`config.mk`:
```
export PLATFORM = sky130hd
export DESIGN_NAME = mmio_bridge
export DESIGN_NICKNAME = d
export VERILOG_FILES = /design/src/mmio_pkg.sv /design/src/mmio_addr_decode.sv /design/src/mmio_bridge.sv /design/src/mmio_op_encode.sv /design/src/mmio_packet_issue.sv /design/src/mmio_reorder_buffer.sv
export SDC_FILE = /design/constraint.sdc
export NUM_CORES = 1
export LEC_CHECK = 0
export BUFFER_PORTS_ARGS = -buffer_cell sky130_fd_sc_hd__buf_4
export CAP_MARGIN = 10
export CORE_MARGIN = 2
export CORE_UTILIZATION = 50
export CTS_CLUSTER_SIZE = 24
export DETAILED_ROUTE_END_ITERATION = 6
export HOLD_SLACK_MARGIN = 0.1
export PLACE_DENSITY = 0.75
export SYNTH_ARGS = -nofsm -noshare
export SYNTH_HDL_FRONTEND = slang
export SYNTH_SLANG_ARGS = --single-unit
```
`constraint.sdc`:
```
create_clock -name clk_i -period 10.7 [get_ports clk_i]
set_input_delay 0.535 -clock clk_i [delete_from_list [all_inputs] [get_ports clk_i]]
set_output_delay 0.535 -clock clk_i [all_outputs]
set_load 0.01 [all_outputs]
```
`src/mmio_pkg.sv`:
```
`default_nettype none

package mmio_pkg;

  //////////////////////////////////////////////////
  // Widths
  //////////////////////////////////////////////////

  localparam int PADDR_WIDTH     = 40;
  localparam int WORD_WIDTH      = 32;
  localparam int X_CORD_WIDTH    = 6;
  localparam int Y_CORD_WIDTH    = 7;
  localparam int POD_Y_WIDTH     = 4;
  localparam int Y_SUBCORD_WIDTH = 3;
  localparam int EPA_WIDTH       = 28;
  localparam int MASK_WIDTH      = 4;

  // Tags index the reorder buffer directly
  localparam int OUTSTANDING     = 4;
  localparam int TAG_WIDTH       = 2;

  //////////////////////////////////////////////////
  // Address map
  //////////////////////////////////////////////////

  localparam int TILE_ADDR_WIDTH   = 18;
  localparam int VCACHE_ADDR_WIDTH = 29;

  // Region select, top two bits of the processor address
  localparam logic [1:0] REGION_TILE   = 2'b11;
  localparam logic [1:0] REGION_VCACHE = 2'b10;

  //////////////////////////////////////////////////
  // Types
  //////////////////////////////////////////////////

  typedef logic [PADDR_WIDTH-1:0]  paddr_t;
  typedef logic [WORD_WIDTH-1:0]   word_t;
  typedef logic [X_CORD_WIDTH-1:0] x_cord_t;
  typedef logic [Y_CORD_WIDTH-1:0] y_cord_t;
  typedef logic [EPA_WIDTH-1:0]    epa_t;
  typedef logic [TAG_WIDTH-1:0]    tag_t;
  typedef logic [MASK_WIDTH-1:0]   mask_t;

  // Request size code
  typedef logic [1:0] size_t;

  localparam size_t SIZE_BYTE = 2'd0;
  localparam size_t SIZE_HALF = 2'd1;
  localparam size_t SIZE_WORD = 2'd2;

  typedef enum logic [1:0]
  {
    op_load         = 2'd0,
    op_store        = 2'd1,
    op_store_masked = 2'd2
  } mc_op_e;

  typedef enum logic [1:0]
  {
    tgt_tile   = 2'd0,
    tgt_vcache = 2'd1,
    tgt_host   = 2'd2
  } target_e;

endpackage

`default_nettype wire

```
`src/mmio_addr_decode.sv`:
```
`timescale 1ns/10ps
`default_nettype none

module mmio_addr_decode
  (
    input  logic              [mmio_pkg::PADDR_WIDTH-1:0] fwd_addr_i,
    input  mmio_pkg::x_cord_t host_x_i,
    input  mmio_pkg::y_cord_t host_y_i,
    output mmio_pkg::target_e target_o,
    output mmio_pkg::epa_t    epa_o,
    output mmio_pkg::x_cord_t x_o,
    output mmio_pkg::y_cord_t y_o
  );

  logic [1:0]                           region;
  logic [mmio_pkg::POD_Y_WIDTH-1:0]     vcache_pod_y;
  logic [mmio_pkg::Y_SUBCORD_WIDTH-1:0] vcache_subcord;

  assign region = fwd_addr_i[mmio_pkg::PADDR_WIDTH-1 -: 2];

  // Vcache pods sit on even rows, so the low pod bit is always zero
  assign vcache_pod_y = {fwd_addr_i[mmio_pkg::VCACHE_ADDR_WIDTH + mmio_pkg::X_CORD_WIDTH
                                    +: mmio_pkg::POD_Y_WIDTH-1], 1'b0};

  // North or south row of the pod
  assign vcache_subcord = (vcache_pod_y[1] == 1'b0) ? '1 : '0;

  always_comb
  begin
    case (region)
      mmio_pkg::REGION_TILE:
      begin
        target_o = mmio_pkg::tgt_tile;
        epa_o    = mmio_pkg::epa_t'(fwd_addr_i[mmio_pkg::TILE_ADDR_WIDTH-1:2]);
        x_o      = fwd_addr_i[mmio_pkg::TILE_ADDR_WIDTH +: mmio_pkg::X_CORD_WIDTH];
        y_o      = fwd_addr_i[mmio_pkg::TILE_ADDR_WIDTH + mmio_pkg::X_CORD_WIDTH
                              +: mmio_pkg::Y_CORD_WIDTH];
      end
      mmio_pkg::REGION_VCACHE:
      begin
        target_o = mmio_pkg::tgt_vcache;
        epa_o    = mmio_pkg::epa_t'(fwd_addr_i[mmio_pkg::VCACHE_ADDR_WIDTH-1:2]);
        x_o      = fwd_addr_i[mmio_pkg::VCACHE_ADDR_WIDTH +: mmio_pkg::X_CORD_WIDTH];
        y_o      = {vcache_pod_y, vcache_subcord};
      end
      default:
      begin
        // Everything else goes to the host
        target_o = mmio_pkg::tgt_host;
        epa_o    = fwd_addr_i[2 +: mmio_pkg::EPA_WIDTH];
        x_o      = host_x_i;
        y_o      = host_y_i;
      end
    endcase
  end

endmodule

`default_nettype wire

```
`src/mmio_bridge.sv`:
```
`timescale 1ns/10ps
`default_nettype none

module mmio_bridge
  (
    input  logic              clk_i,
    input  logic              rst_n_i,

    // Processor request
    input  logic              fwd_v_i,
    input  logic              fwd_write_i,
    input  mmio_pkg::size_t   fwd_size_i,
    input  mmio_pkg::paddr_t  fwd_addr_i,
    input  mmio_pkg::word_t   fwd_data_i,
    output logic              fwd_ready_o,

    // Network request
    output logic              pkt_v_o,
    output mmio_pkg::mc_op_e  pkt_op_o,
    output mmio_pkg::epa_t    pkt_addr_o,
    output mmio_pkg::x_cord_t pkt_x_o,
    output mmio_pkg::y_cord_t pkt_y_o,
    output mmio_pkg::mask_t   pkt_mask_o,
    output mmio_pkg::word_t   pkt_data_o,
    output logic              pkt_load_byte_o,
    output logic              pkt_load_hex_o,
    output logic [1:0]        pkt_part_sel_o,
    output mmio_pkg::tag_t    pkt_tag_o,
    input  logic              pkt_ready_i,

    // Network response, always accepted
    input  logic              ret_v_i,
    input  mmio_pkg::tag_t    ret_tag_i,
    input  mmio_pkg::word_t   ret_data_i,

    // Processor response
    output logic              rev_v_o,
    output logic              rev_write_o,
    output mmio_pkg::size_t   rev_size_o,
    output mmio_pkg::word_t   rev_data_o,
    input  logic              rev_ready_i,

    input  mmio_pkg::x_cord_t host_x_i,
    input  mmio_pkg::y_cord_t host_y_i
  );

  mmio_pkg::target_e target;
  mmio_pkg::epa_t    epa;
  mmio_pkg::x_cord_t x_cord;
  mmio_pkg::y_cord_t y_cord;
  mmio_pkg::mc_op_e  op;
  mmio_pkg::mask_t   mask;
  mmio_pkg::tag_t    tag;
  logic              load_byte;
  logic              load_hex;
  logic              tag_free;
  logic              can_take;
  logic              take;

  assign fwd_ready_o = tag_free & can_take;
  assign take        = fwd_v_i & fwd_ready_o;

  mmio_addr_decode u_addr_decode
  (
    .fwd_addr_i (fwd_addr_i),
    .host_x_i   (host_x_i),
    .host_y_i   (host_y_i),
    .target_o   (target),
    .epa_o      (epa),
    .x_o        (x_cord),
    .y_o        (y_cord)
  );

  mmio_op_encode u_op_encode
  (
    .fwd_write_i (fwd_write_i),
    .fwd_size_i  (fwd_size_i),
    .part_sel_i  (fwd_addr_i[1:0]),
    .op_o        (op),
    .mask_o      (mask),
    .load_byte_o (load_byte),
    .load_hex_o  (load_hex)
  );

  mmio_packet_issue u_packet_issue
  (
    .clk_i           (clk_i),
    .rst_n_i         (rst_n_i),
    .take_i          (take),
    .target_i        (target),
    .epa_i           (epa),
    .x_i             (x_cord),
    .y_i             (y_cord),
    .op_i            (op),
    .mask_i          (mask),
    .load_byte_i     (load_byte),
    .load_hex_i      (load_hex),
    .part_sel_i      (fwd_addr_i[1:0]),
    .data_i          (fwd_data_i),
    .tag_i           (tag),
    .can_take_o      (can_take),
    .pkt_v_o         (pkt_v_o),
    .pkt_op_o        (pkt_op_o),
    .pkt_addr_o      (pkt_addr_o),
    .pkt_x_o         (pkt_x_o),
    .pkt_y_o         (pkt_y_o),
    .pkt_mask_o      (pkt_mask_o),
    .pkt_data_o      (pkt_data_o),
    .pkt_load_byte_o (pkt_load_byte_o),
    .pkt_load_hex_o  (pkt_load_hex_o),
    .pkt_part_sel_o  (pkt_part_sel_o),
    .pkt_tag_o       (pkt_tag_o),
    .pkt_ready_i     (pkt_ready_i)
  );

  mmio_reorder_buffer u_reorder_buffer
  (
    .clk_i         (clk_i),
    .rst_n_i       (rst_n_i),
    .alloc_i       (take),
    .alloc_write_i (fwd_write_i),
    .alloc_size_i  (fwd_size_i),
    .tag_o         (tag),
    .tag_free_o    (tag_free),
    .ret_v_i       (ret_v_i),
    .ret_tag_i     (ret_tag_i),
    .ret_data_i    (ret_data_i),
    .rev_v_o       (rev_v_o),
    .rev_write_o   (rev_write_o),
    .rev_size_o    (rev_size_o),
    .rev_data_o    (rev_data_o),
    .rev_ready_i   (rev_ready_i)
  );

endmodule

`default_nettype wire

```
`src/mmio_op_encode.sv`:
```
`timescale 1ns/10ps
`default_nettype none

module mmio_op_encode
  (
    input  logic             fwd_write_i,
    input  mmio_pkg::size_t  fwd_size_i,
    input  logic [1:0]       part_sel_i,
    output mmio_pkg::mc_op_e op_o,
    output mmio_pkg::mask_t  mask_o,
    output logic             load_byte_o,
    output logic             load_hex_o
  );

  mmio_pkg::mask_t base_mask;
  mmio_pkg::mask_t store_mask;

  // Byte lanes touched by the store, before alignment
  always_comb
  begin
    case (fwd_size_i)
      mmio_pkg::SIZE_BYTE: base_mask = 4'h1;
      mmio_pkg::SIZE_HALF: base_mask = 4'h3;
      default:             base_mask = 4'hf;
    endcase
  end

  // Lanes shifted past bit 3 fall off
  assign store_mask = base_mask << part_sel_i;

  always_comb
  begin
    if (fwd_write_i)
    begin
      mask_o      = store_mask;
      load_byte_o = 1'b0;
      load_hex_o  = 1'b0;
      if (store_mask == '1)
        op_o = mmio_pkg::op_store;
      else
        op_o = mmio_pkg::op_store_masked;
    end
    else
    begin
      op_o        = mmio_pkg::op_load;
      mask_o      = '0;
      load_byte_o = (fwd_size_i == mmio_pkg::SIZE_BYTE);
      load_hex_o  = (fwd_size_i == mmio_pkg::SIZE_HALF);
    end
  end

endmodule

`default_nettype wire

```
`src/mmio_packet_issue.sv`:
```
`timescale 1ns/10ps
`default_nettype none

module mmio_packet_issue
  (
    input  logic              clk_i,
    input  logic              rst_n_i,
    input  logic              take_i,
    input  mmio_pkg::target_e target_i,
    input  mmio_pkg::epa_t    epa_i,
    input  mmio_pkg::x_cord_t x_i,
    input  mmio_pkg::y_cord_t y_i,
    input  mmio_pkg::mc_op_e  op_i,
    input  mmio_pkg::mask_t   mask_i,
    input  logic              load_byte_i,
    input  logic              load_hex_i,
    input  logic [1:0]        part_sel_i,
    input  mmio_pkg::word_t   data_i,
    input  mmio_pkg::tag_t    tag_i,
    output logic              can_take_o,
    output logic              pkt_v_o,
    output mmio_pkg::mc_op_e  pkt_op_o,
    output mmio_pkg::epa_t    pkt_addr_o,
    output mmio_pkg::x_cord_t pkt_x_o,
    output mmio_pkg::y_cord_t pkt_y_o,
    output mmio_pkg::mask_t   pkt_mask_o,
    output mmio_pkg::word_t   pkt_data_o,
    output logic              pkt_load_byte_o,
    output logic              pkt_load_hex_o,
    output logic [1:0]        pkt_part_sel_o,
    output mmio_pkg::tag_t    pkt_tag_o,
    input  logic              pkt_ready_i
  );

  logic           is_load;
  mmio_pkg::epa_t region_epa;

  assign is_load = (op_i == mmio_pkg::op_load);

  // Trim the EPA to the word range of its region
  always_comb
  begin
    case (target_i)
      mmio_pkg::tgt_tile:
        region_epa = epa_i & mmio_pkg::epa_t'((1 << (mmio_pkg::TILE_ADDR_WIDTH-2)) - 1);
      mmio_pkg::tgt_vcache:
        region_epa = epa_i & mmio_pkg::epa_t'((1 << (mmio_pkg::VCACHE_ADDR_WIDTH-2)) - 1);
      default:
        region_epa = epa_i;
    endcase
  end

  // Free, or the held packet leaves this cycle
  assign can_take_o = ~pkt_v_o | pkt_ready_i;

  //////////////////////////////////////////////////
  // Output register
  //////////////////////////////////////////////////

  always_ff @(posedge clk_i or negedge rst_n_i)
  begin
    if (!rst_n_i)
      pkt_v_o <= 1'b0;
    else if (take_i)
      pkt_v_o <= 1'b1;
    else if (pkt_ready_i)
      pkt_v_o <= 1'b0;
  end

  always_ff @(posedge clk_i)
  begin
    if (take_i)
    begin
      pkt_op_o        <= op_i;
      pkt_addr_o      <= region_epa;
      pkt_x_o         <= x_i;
      pkt_y_o         <= y_i;
      pkt_mask_o      <= mask_i;
      pkt_data_o      <= is_load ? '0 : data_i;
      pkt_load_byte_o <= load_byte_i;
      pkt_load_hex_o  <= load_hex_i;
      pkt_part_sel_o  <= is_load ? part_sel_i : 2'b00;
      pkt_tag_o       <= tag_i;
    end
  end

endmodule

`default_nettype wire

```
`src/mmio_reorder_buffer.sv`:
```
`timescale 1ns/10ps
`default_nettype none

module mmio_reorder_buffer
  (
    input  logic            clk_i,
    input  logic            rst_n_i,
    input  logic            alloc_i,
    input  logic            alloc_write_i,
    input  mmio_pkg::size_t alloc_size_i,
    output mmio_pkg::tag_t  tag_o,
    output logic            tag_free_o,
    input  logic            ret_v_i,
    input  mmio_pkg::tag_t  ret_tag_i,
    input  mmio_pkg::word_t ret_data_i,
    output logic            rev_v_o,
    output logic            rev_write_o,
    output mmio_pkg::size_t rev_size_o,
    output mmio_pkg::word_t rev_data_o,
    input  logic            rev_ready_i
  );

  // Per-tag request info and returned data
  logic            write_q [mmio_pkg::OUTSTANDING];
  mmio_pkg::size_t size_q  [mmio_pkg::OUTSTANDING];
  mmio_pkg::word_t data_q  [mmio_pkg::OUTSTANDING];

  logic [mmio_pkg::OUTSTANDING-1:0] returned_q;
  mmio_pkg::tag_t                   alloc_ptr_q;
  mmio_pkg::tag_t                   head_ptr_q;
  logic [mmio_pkg::TAG_WIDTH:0]     used_q;

  logic            release_w;
  mmio_pkg::word_t head_data;

  assign tag_o      = alloc_ptr_q;
  assign tag_free_o = (used_q != mmio_pkg::OUTSTANDING);

  assign rev_v_o   = returned_q[head_ptr_q];
  assign release_w = rev_v_o & rev_ready_i;

  //////////////////////////////////////////////////
  // Tag bookkeeping
  //////////////////////////////////////////////////

  always_ff @(posedge clk_i or negedge rst_n_i)
  begin
    if (!rst_n_i)
    begin
      alloc_ptr_q <= '0;
      head_ptr_q  <= '0;
      used_q      <= '0;
      returned_q  <= '0;
    end
    else
    begin
      if (alloc_i)
        alloc_ptr_q <= alloc_ptr_q + 1'b1;
      if (release_w)
        head_ptr_q <= head_ptr_q + 1'b1;

      case ({alloc_i, release_w})
        2'b10:   used_q <= used_q + 1'b1;
        2'b01:   used_q <= used_q - 1'b1;
        default: used_q <= used_q;
      endcase

      // Allocated and head tags never coincide while the head is live
      if (alloc_i)
        returned_q[alloc_ptr_q] <= 1'b0;
      if (ret_v_i)
        returned_q[ret_tag_i] <= 1'b1;
      if (release_w)
        returned_q[head_ptr_q] <= 1'b0;
    end
  end

  always_ff @(posedge clk_i)
  begin
    if (alloc_i)
    begin
      write_q[alloc_ptr_q] <= alloc_write_i;
      size_q[alloc_ptr_q]  <= alloc_size_i;
    end
    if (ret_v_i)
      data_q[ret_tag_i] <= ret_data_i;
  end

  //////////////////////////////////////////////////
  // Response packing
  //////////////////////////////////////////////////

  assign rev_write_o = write_q[head_ptr_q];
  assign rev_size_o  = size_q[head_ptr_q];
  assign head_data   = data_q[head_ptr_q];

  // Replicate narrow reads across the word
  always_comb
  begin
    if (rev_write_o)
      rev_data_o = '0;
    else
    begin
      case (rev_size_o)
        mmio_pkg::SIZE_BYTE: rev_data_o = {4{head_data[7:0]}};
        mmio_pkg::SIZE_HALF: rev_data_o = {2{head_data[15:0]}};
        default:             rev_data_o = head_data;
      endcase
    end
  end

endmodule

`default_nettype wire

```
==> results of run 1 <==
## layout make-up
type	count	area [um2]
Sequential cell	237	7058
Fill cell	1283	6361
Multi-Input combinational cell	251	2323
Timing Repair Buffer	258	1939
Clock buffer	32	681.9
Tap cell	234	292.8
Inverter	18	67.56
Clock inverter	8	43.79
## worst reg2reg max path, cell delays in order (launching register included)
cell     delay (ps)
dfrtp_2         540
buf_4           570
mux4_2          620
and2_1          260
ha_1            240
inv_1            80
fa_1            170
xor2_1          150
nor2_1           80
xor2_1          140
## power breakdown
group	internal, uW	total, uW	switching, uW
logic	493	1010	515
clock network	445	765	320
registers	1150	1210	57.1
## layer usage
metal,up-vias,global-route usage [%]
met2,270,34.94
met5,-,0
met1,2778,26.61
li1,2563,-
met3,26,5.114
met4,0,5.367
## registers in the layout (all words and copies together), names as in the netlist
register and cells:
u_packet_issue.pkt_addr_o 28, u_packet_issue.pkt_data_o 32, u_packet_issue.pkt_load_byte_o 1, u_packet_issue.pkt_load_hex_o 1, u_packet_issue.pkt_mask_o 4, u_packet_issue.pkt_op_o 2
u_packet_issue.pkt_part_sel_o 2, u_packet_issue.pkt_tag_o 2, u_packet_issue.pkt_v_o 1, u_packet_issue.pkt_x_o 6, u_packet_issue.pkt_y_o 7, u_reorder_buffer.data_q 128
u_reorder_buffer.head_ptr_q 2, u_reorder_buffer.returned_q 4, u_reorder_buffer.size_q 8, u_reorder_buffer.tag_o 2, u_reorder_buffer.used_q 3, u_reorder_buffer.write_q 4
## cells in the final DEF, fill, tap and decap left out, types with 11 or more instances in the layout
cell type  Yosys  layout
nor2b_1       20      20
clkbuf_16      0      25
a21oi_1       17      17
edfxtp_1     225     225
o21ai_0       13      13
mux4_2        35      35
inv_1         17      17
mux2i_1       28      28
buf_4          5     257
nor2_1        23      22
and2_1        45      45
dfrtp_1       12      11
## metrics by stage
stage / instance area [um2] / worst slack, ps / total power [uW] / instances
after floorplan: 9569 / 2555 / 1849 / 533
after global placement: 11670 / 7724 / 2222 / 997
after detailed placement: 11670 / 7594 / 2245 / 997
after CTS: 12410 / 7059 / 3014 / 1038
after global routing: 12410 / 6911 / 3133 / 1038
final: 12410 / 7129 / 2982 / 1038
## worst paths after layout
check	slack [ps]	from	depth (start not counted)	to
setup / recovery	7130	u_reorder_buffer.head_ptr_q[1]$_DFFE_PN0N_	6	rev_data_o[10]
min in group asynchronous	420	rst_n_i	2	u_packet_issue.pkt_v_o$_DFFE_PN0P_
max in group asynchronous	10100	rst_n_i	2	u_reorder_buffer.head_ptr_q[0]$_DFFE_PN0N_
hold / removal	210	fwd_addr_i[3]	1	u_packet_issue.pkt_addr_o[1]$_DFFE_PP_
setup reg to reg	7750	u_reorder_buffer.head_ptr_q[0]$_DFFE_PN0N_	9	u_reorder_buffer.used_q[2]$_DFFE_PN0P_
hold reg to reg	470	u_reorder_buffer.used_q[2]$_DFFE_PN0P_	1	u_reorder_buffer.used_q[2]$_DFFE_PN0P_
## repair_timing
| action | in CTS | in global routing |
|---|---|---|
| hold endpoints to repair | 12 | 0 |
| endpoints found under the setup margin | 0 | 0 |
| setup buffers | 0 | 0 |
| hold buffers | 1 | 0 |
## logic make-up (layout without fill, tap and decap cells)
kind of cell    Yosys count  in the layout
fa+ha+maj                10             10
buf+inv                  45            316
simple gates            119            119
flops                   237            237
mux                      65             65
xor+xnor                  5              5
compound gates           52             52
==> results.yml, run 1 <==
logic_synthesis:
  synth_top_family_by_area: "multiplexers"
  synth.largest_area_cell: "edfxtp_1"
  synth.most_common_cell: "edfxtp_1"
  synth-seq-cells: 237
  synth_edf_count: 225
  synthMuxAreaShare_pct: 11.44
  syn_inst: 533
  synth_xor_area_share_pct: 0.4576
  yosys-top-cells-count: "edfxtp_1 (225), and2_1 (45), mux4_2 (35), mux2i_1 (28), nor2_1 (23)"
  ys_seq_area_share_pct: 73.74
  syn_avg_cell_area_um2: 17.95
  synth_area_um2: 9569
  ys_warn_count: 0
  synth_compound_area_share_pct: 3.491
  synthSimpleGateAreaFrac_pct: 7.322
  async_flop_share_pct: 5.063
  synth_cell_types: 41
  syn-num-nets: 671
  synthTopCellsByArea: "edfxtp_1 (71%), mux4_2 (8.2%), dfrtp_1 (3.1%), and2_1 (2.9%), mux2i_1 (2.9%)"
  synth_fa_ha_area_share_pct: 1.386
  synth_ff_type: "edfxtp_1"
  synth_top_area_share_pct: 70.61
sta:
  max_freq_ghz: 0.2800
  period_needed_ps: 3571
  maxSlewViolCount: 0
  worst_pin_slew_ps: 1137
  rsz0062_at_grt: "no"
  slew_headroom_pct: 24.21
  fin_setup_tns_ps: 0
  hold_violations: 0
  hold_ws_ps: 208.4
  period_share_pct: 33.37
  finClkSkew_ps: 10.12
  setup_viol: 0
routing:
  drc_errors: 0
  wl_met1_mm: 8.201
  postRouteAntennaNets: 0
  num_vias: 5637
  dr.first_iter.drc_count: 286
  firstDrtPassIters: 4
  route.detailed.wl_per_inst_um: 20.09
  met2_length_mm: 10.52
  dr.max_layer_used: "met4"
  wl_mm: 20.86
  vias_per_cell: 5.431
  wl_met3_mm: 1.741
setup_path:
  worstPathBufferInverterCount: 2
  cp_cell_sequence: "mux2i_1 > mux2_4 > inv_1 > or3b_2 > a21oi_1 > buf_4"
  cp_max_fo: 33
  critical_path.startpoint_type: "register"
  required_ps: 10170
  crit_type: "reg -> out"
  critPathTopFamily: "flip-flops"
  worst_ep_arrival_time_ps: 3040
  critical_path.max_stage_delay_ps: 660
  crit_path_end_kind: "output pin"
  worst_path_max_delay_cell: "dfrtp_1"
die:
  std_cell_rows: 50
  die_width_um: 142.3
  ios: 251
  dieHeight_um: 142.3
  start_util_pct: 50.99
  core-area_um2: 18770
  dieArea_um2: 20260
cts:
  cts_tree: "built"
  numCtsBuffers: 24
  cts.reportedPaths.clkPinSlew_ps: 60
  worstSkewPairLatency_ps: 500
  clock-root-buffer: "clkbuf_16"
  cts_buffer_depth: 3
  clock-sinks: 237
  h-tree-depth: 1
  cts_resized: 0
finish:
  nets: 928
  n_antenna_cell: 0
  post-route-util_pct: 66.11
  area_growth_pct: 29.65
  drive_gt1_share_pct: 41.92
worst_hold_path:
  hold_class: "in -> reg"
power:
  p_per_area_nw_per_um2: 240.4
  ir_drop_mv: 0.1327
  leakage_uw: 0.004784
placed_design:
  io_buffers: 250
  gp_congestion: 0.8421
  dpl.hpwl_mm: 14.72
job:
  drv_cap: 0
run_status:
  status: "complete, no violations"
global_routing:
  gr-total-overflow: 0
  antenna_found_initial: 0
  grt_max_degree: 90
  grt_pass1_vias: 5806
  track_usage_pct: 20.48
  grt_pass1_wl_mm: 31.69
(Power assumes the default switching activity.)
==> run 2, diff against run 1 <==
==> constraint.sdc (replaced) <==
create_clock -name clk_i -period 3.4 [get_ports clk_i]
set_input_delay 0.17 -clock clk_i [delete_from_list [all_inputs] [get_ports clk_i]]
set_output_delay 0.17 -clock clk_i [all_outputs]
set_load 0.01 [all_outputs]
==> run 2 against run 1 <==
Compared with the run above: the run now ends with design-rule violations left; sequential power increased to 3.1 times the previous value; final cell count increased by 12%; worst hold slack got worse by 94 ps; largest power group unchanged; highest routed layer unchanged.
==> results.yml, run 2 (synthesis gave the netlist of run 1 again) <==
die:
  core-area_um2: 18770
  std_cell_rows: 50
  dieHeight_um: 142.3
  dieArea_um2: 20260
  ios: 251
  start_util_pct: 50.99
  die_width_um: 142.3
setup_path:
  critPathTopFamily: "multiplexers"
  cp_max_fo: 25
  worst_path_max_delay_cell: "mux4_2"
  critical_path.startpoint_type: "register"
  worstPathBufferInverterCount: 2
  cp_cell_sequence: "buf_4 > mux4_2 > or3b_2 > a21oi_1 > buf_4"
  crit_type: "reg -> out"
  required_ps: 3230
  crit_top_cell: "buf_4"
  worst_ep_arrival_time_ps: 2760
  crit_path_end_kind: "output pin"
  critical_path.max_stage_delay_ps: 610
job:
  drv_cap: 0
sta:
  setup_viol: 0
  finClkSkew_ps: 8.559
  period_share_pct: 86.09
  slew_headroom_pct: 25.53
  worst_pin_slew_ps: 1117
  max_freq_ghz: 0.3416
  hold_ws_ps: 114.1
  period_needed_ps: 2927
  hold_violations: 0
  maxSlewViolCount: 0
  rsz0062_at_grt: "no"
finish:
  area_growth_pct: 42.56
  post-route-util_pct: 72.69
  fin_cells: 1163
  top_regs: "u_reorder_buffer.data_q x128, u_packet_issue.pkt_data_o x32, u_packet_issue.pkt_addr_o x28"
  nets: 1050
  largest_register_ffs: 128
  regMostFlops: "u_reorder_buffer.data_q"
  final_common_cell: "buf_4"
  drive_gt1_share_pct: 36.81
  n_antenna_cell: 0
  final_cell_mix: "buf_4 (259), edfxtp_1 (225), dlygate4sd3_1 (120), and2_1 (45), mux4_2 (35)"
routing:
  firstDrtPassIters: 7
  num_vias: 6259
  dr.max_layer_used: "met4"
  vias_per_cell: 5.382
  postRouteAntennaNets: 0
  wl_mm: 24.13
  route.detailed.wl_per_inst_um: 20.75
  wl_met3_mm: 1.839
  drc_errors: 2
  wl_met1_mm: 9.388
  dr.first_iter.drc_count: 412
  met2_length_mm: 12.13
global_routing:
  track_usage_pct: 23.46
  antenna_found_initial: 0
  grt_pass1_vias: 6546
  grt_pass1_wl_mm: 36.00
  grt_max_degree: 89
  gr-total-overflow: 0
placed_design:
  place_inst: 999
  gp_congestion: 0.8334
  io_buffers: 250
  dpl.hpwl_mm: 14.43
cts:
  clock-root-buffer: "clkbuf_16"
  cts_buffer_depth: 3
  cts_resized: 0
  cts.reportedPaths.clkPinSlew_ps: 60
  worstSkewPairLatency_ps: 500
  h-tree-depth: 1
  numCtsBuffers: 25
  clock-sinks: 237
  cts_tree: "built"
power:
  clkPwrFrac_pct: 25.7
  ir_drop_mv: 0.3908
  p_comb_share_pct: 35.1
  p_per_area_nw_per_um2: 708.4
  swShare_pct: 30.46
  p_seq_share_pct: 39.3
  p_int_uw: 6721
  leakage_uw: 0.005295
  p_sw_uw: 2943
  p_total_uw: 9664
run_status:
  failed_checks: "design-rule violations"
  status: "finished, violations left"
worst_hold_path:
  hold_class: "in -> reg"
==> run 2: final timing paths <==
kind | start | end | slack, ps | cells after the start
setup reg to reg | u_reorder_buffer.head_ptr_q[1]$_DFFE_PN0N_ | u_reorder_buffer.used_q[2]$_DFFE_PN0P_ | 840 | 9
max in group asynchronous | rst_n_i | u_reorder_buffer.head_ptr_q[0]$_DFFE_PN0N_ | 2250 | 3
min in group asynchronous | rst_n_i | u_packet_issue.pkt_v_o$_DFFE_PN0P_ | 740 | 3
hold / removal | fwd_addr_i[39] | u_packet_issue.pkt_addr_o[27]$_DFFE_PP_ | 110 | 2
hold reg to reg | u_reorder_buffer.used_q[2]$_DFFE_PN0P_ | u_reorder_buffer.used_q[2]$_DFFE_PN0P_ | 500 | 1
setup / recovery | u_reorder_buffer.head_ptr_q[1]$_DFFE_PN0N_ | rev_data_o[11] | 470 | 5
==> run 2: metrics by stage <==
step	area, um2	setup WS (ps)	TNS, ps
floorplan	9590	-349.6	-722.5
global placement	11700	983.5	0
detailed placement	11700	861.6	0
CTS	13640	453.0	0
global route	13640	309.0	0
finish	13640	473.0	0
==> run 2: layer usage <==
metal  vias to the layer above  GRT usage (%)
met5                         -              0
met4                         0          8.233
met3                        49          4.744
met2                       321          40.94
met1                      3081          29.47
li1                       2808              -
==> run 2: power groups by stage <==
stage,Combinational [uW],Clock [uW],Sequential [uW]
2_1_floorplan,1910,0,3890
3_3_place_gp,3210,0,3820
3_5_place_dp,3270,0,3840
4_1_cts,3400,2510,3780
5_1_grt,3640,2640,3830
6_report,3390,2480,3790
==> run 2: cell type report <==
| type | count | area [um2] |
|---|---|---|
| fillers | 1152 | 5126 |
| multi-input cells | 251 | 2340 |
| well taps | 234 | 292.8 |
| inverters | 18 | 67.56 |
| repair buffers | 379 | 3146 |
| flip-flops and latches | 237 | 7058 |
| clock buffers | 29 | 640.6 |
| clock inverters | 15 | 97.59 |
==> run 2: timing repair <==
item,4_1_cts,5_1_grt
hold buffers,120,0
hold endpoints to repair,231,0
buffers inserted,0,0
==> run 3, diff against run 2 <==
==> constraint.sdc (replaced) <==
create_clock -name clk_i -period 3.4 [get_ports clk_i]
set_input_delay 0 -clock clk_i [delete_from_list [all_inputs] [get_ports clk_i]]
set_output_delay 0 -clock clk_i [all_outputs]
set_load 0.01 [all_outputs]
==> run 3 against run 2 <==
Compared with the run above: the run now ends clean; first-iteration DRC count is 3.6% higher; register-to-register slack better by 70 ps; global-route usage is 2.0 points higher; die area stayed put; worst setup slack worse by 130 ps; critical path depth is 1 lower; count of clock-buffer cells in the layout is 4 higher; final area is 4.1% higher; sequential cell count stayed put; critical path type unchanged; highest routed layer unchanged.
==> results.yml, run 3 (synthesis gave the netlist of run 1 again) <==
run_status:
  status: "complete, no violations"
finish:
  drive_gt1_share_pct: 35.14
  n_antenna_cell: 0
  largest_register_ffs: 128
  final_common_cell: "buf_4"
  top_regs: "u_reorder_buffer.data_q x128, u_packet_issue.pkt_data_o x32, u_packet_issue.pkt_addr_o x28"
  final_cell_mix: "buf_4 (257), edfxtp_1 (225), dlygate4sd3_1 (174), and2_1 (45), mux4_2 (35)"
  regMostFlops: "u_reorder_buffer.data_q"
  area_growth_pct: 48.46
  nets: 1101
  fin_cells: 1213
die:
  dieHeight_um: 142.3
  std_cell_rows: 50
  core-area_um2: 18770
  die_width_um: 142.3
  start_util_pct: 50.99
  dieArea_um2: 20260
  ios: 251
sta:
  max_freq_ghz: 0.3272
  period_needed_ps: 3056
  worst_pin_slew_ps: 1048
  hold_violations: 0
  slew_headroom_pct: 29.96
  maxSlewViolCount: 0
  finClkSkew_ps: 8.474
  setup_viol: 0
  rsz0062_at_grt: "no"
  period_share_pct: 89.88
  setup_ws_ps: 344.0
cts:
  clock-sinks: 237
  cts_buffer_depth: 3
  numCtsBuffers: 24
  h-tree-depth: 1
  cts.reportedPaths.clkPinSlew_ps: 60
  cts_tree: "built"
  worstSkewPairLatency_ps: 500
  clock-root-buffer: "clkbuf_16"
routing:
  vias_per_cell: 5.386
  dr.first_iter.drc_count: 427
  firstDrtPassIters: 5
  drc_errors: 0
  postRouteAntennaNets: 0
  wl_mm: 25.99
  route.detailed.wl_per_inst_um: 21.43
  num_vias: 6533
power:
  swShare_pct: 30.24
  p_comb_share_pct: 34.5
  ir_drop_mv: 0.4540
  p_sw_uw: 2971
  p_seq_share_pct: 39.4
  leakage_uw: 0.005589
  p_int_uw: 6855
  p_per_area_nw_per_um2: 691.7
  clkPwrFrac_pct: 26.1
setup_path:
  crit_type: "reg -> out"
  critical_path.startpoint_type: "register"
  crit_path_end_kind: "output pin"
  cp_max_fo: 33
  worst_ep_arrival_time_ps: 3060
  required_ps: 3400
placed_design:
  post-place-ws_ps: 733.1
  dpl.hpwl_mm: 14.41
  gp_congestion: 0.8028
  place_inst: 997
  io_buffers: 250
global_routing:
  antenna_found_initial: 0
  track_usage_pct: 25.44
  grt_pass1_wl_mm: 38.81
  grt_max_degree: 70
  gr-total-overflow: 0
  grt_pass1_vias: 6896
job:
  drv_cap: 0
worst_hold_path:
  hold_class: "in -> reg"
==> run 3: repair_timing <==
item,CTS,global route
gates resized for setup,0,2
hold endpoints to repair,276,0
hold buffers,174,0
buffers inserted,0,0
setup endpoints to repair,0,4
==> run 3: cell type report <==
type / count / area, um2
flip-flops and latches: 237 / 7059
fillers: 1044 / 4562
repair buffers: 431 / 3671
multi-input cells: 251 / 2340
clock buffers: 33 / 665.6
well taps: 234 / 292.8
clock inverters: 9 / 106.4
inverters: 18 / 71.32
==> run 3: metal layers <==
metal	track usage, %	vias to the layer above	wire (um)
li1	-	2913	-
met5	0	-	0
met4	8.494	0	790
met3	4.946	56	1877
met2	44.24	366	13160
met1	32.41	3198	10160
==> run 3: power by group through the flow <==
stage                     clock network, uW  registers, uW  logic [uW]
after floorplan                           0           3890        1910
after global placement                    0           3880        3110
after detailed placement                  0           3900        3190
after CTS                              2600           3850        3370
after global routing                   2710           3910        3640
final                                  2560           3870        3390
==> run 3: critical path: stages, from the launching register on <==
cell and delay [ps]:
dfrtp_2 680, buf_4 520, mux4_2 860, a211oi_1 300, buf_4 170
==> run 3: worst paths after layout <==
| path | cells past startpoint | slack (ps) | to | from |
|---|---|---|---|---|
| min | 3 | 130 | u_reorder_buffer.data_q[1][24]$_DFFE_PP_ | ret_v_i |
| max in group asynchronous | 3 | 2400 | u_reorder_buffer.head_ptr_q[0]$_DFFE_PN0N_ | rst_n_i |
| min reg2reg | 1 | 490 | u_reorder_buffer.used_q[2]$_DFFE_PN0P_ | u_reorder_buffer.used_q[2]$_DFFE_PN0P_ |
| max reg2reg | 10 | 910 | u_reorder_buffer.used_q[2]$_DFFE_PN0P_ | u_reorder_buffer.used_q[0]$_DFFE_PN0P_ |
| max | 4 | 340 | rev_data_o[31] | u_reorder_buffer.head_ptr_q[0]$_DFFE_PN0N_ |
| min in group asynchronous | 3 | 580 | u_packet_issue.pkt_v_o$_DFFE_PN0P_ | rst_n_i |
==> run 3: stage by stage <==
| stage | setup TNS, ps | power [uW] | util, % | instance area (um2) | hold WS (ps) |
|---|---|---|---|---|---|
| final | 0 | 9826 | 75.69 | 14210 | 130.5 |
| after global placement | 0 | 6983 | 62.27 | 11690 | -155.3 |
| after detailed placement | 0 | 7092 | 62.27 | 11690 | -149.8 |
| after global routing | 0 | 10250 | 75.69 | 14210 | 152.9 |
| after floorplan | -722.5 | 5797 | - | 9590 | -295.6 |
| after CTS | 0 | 9816 | 75.67 | 14200 | 133.3 |
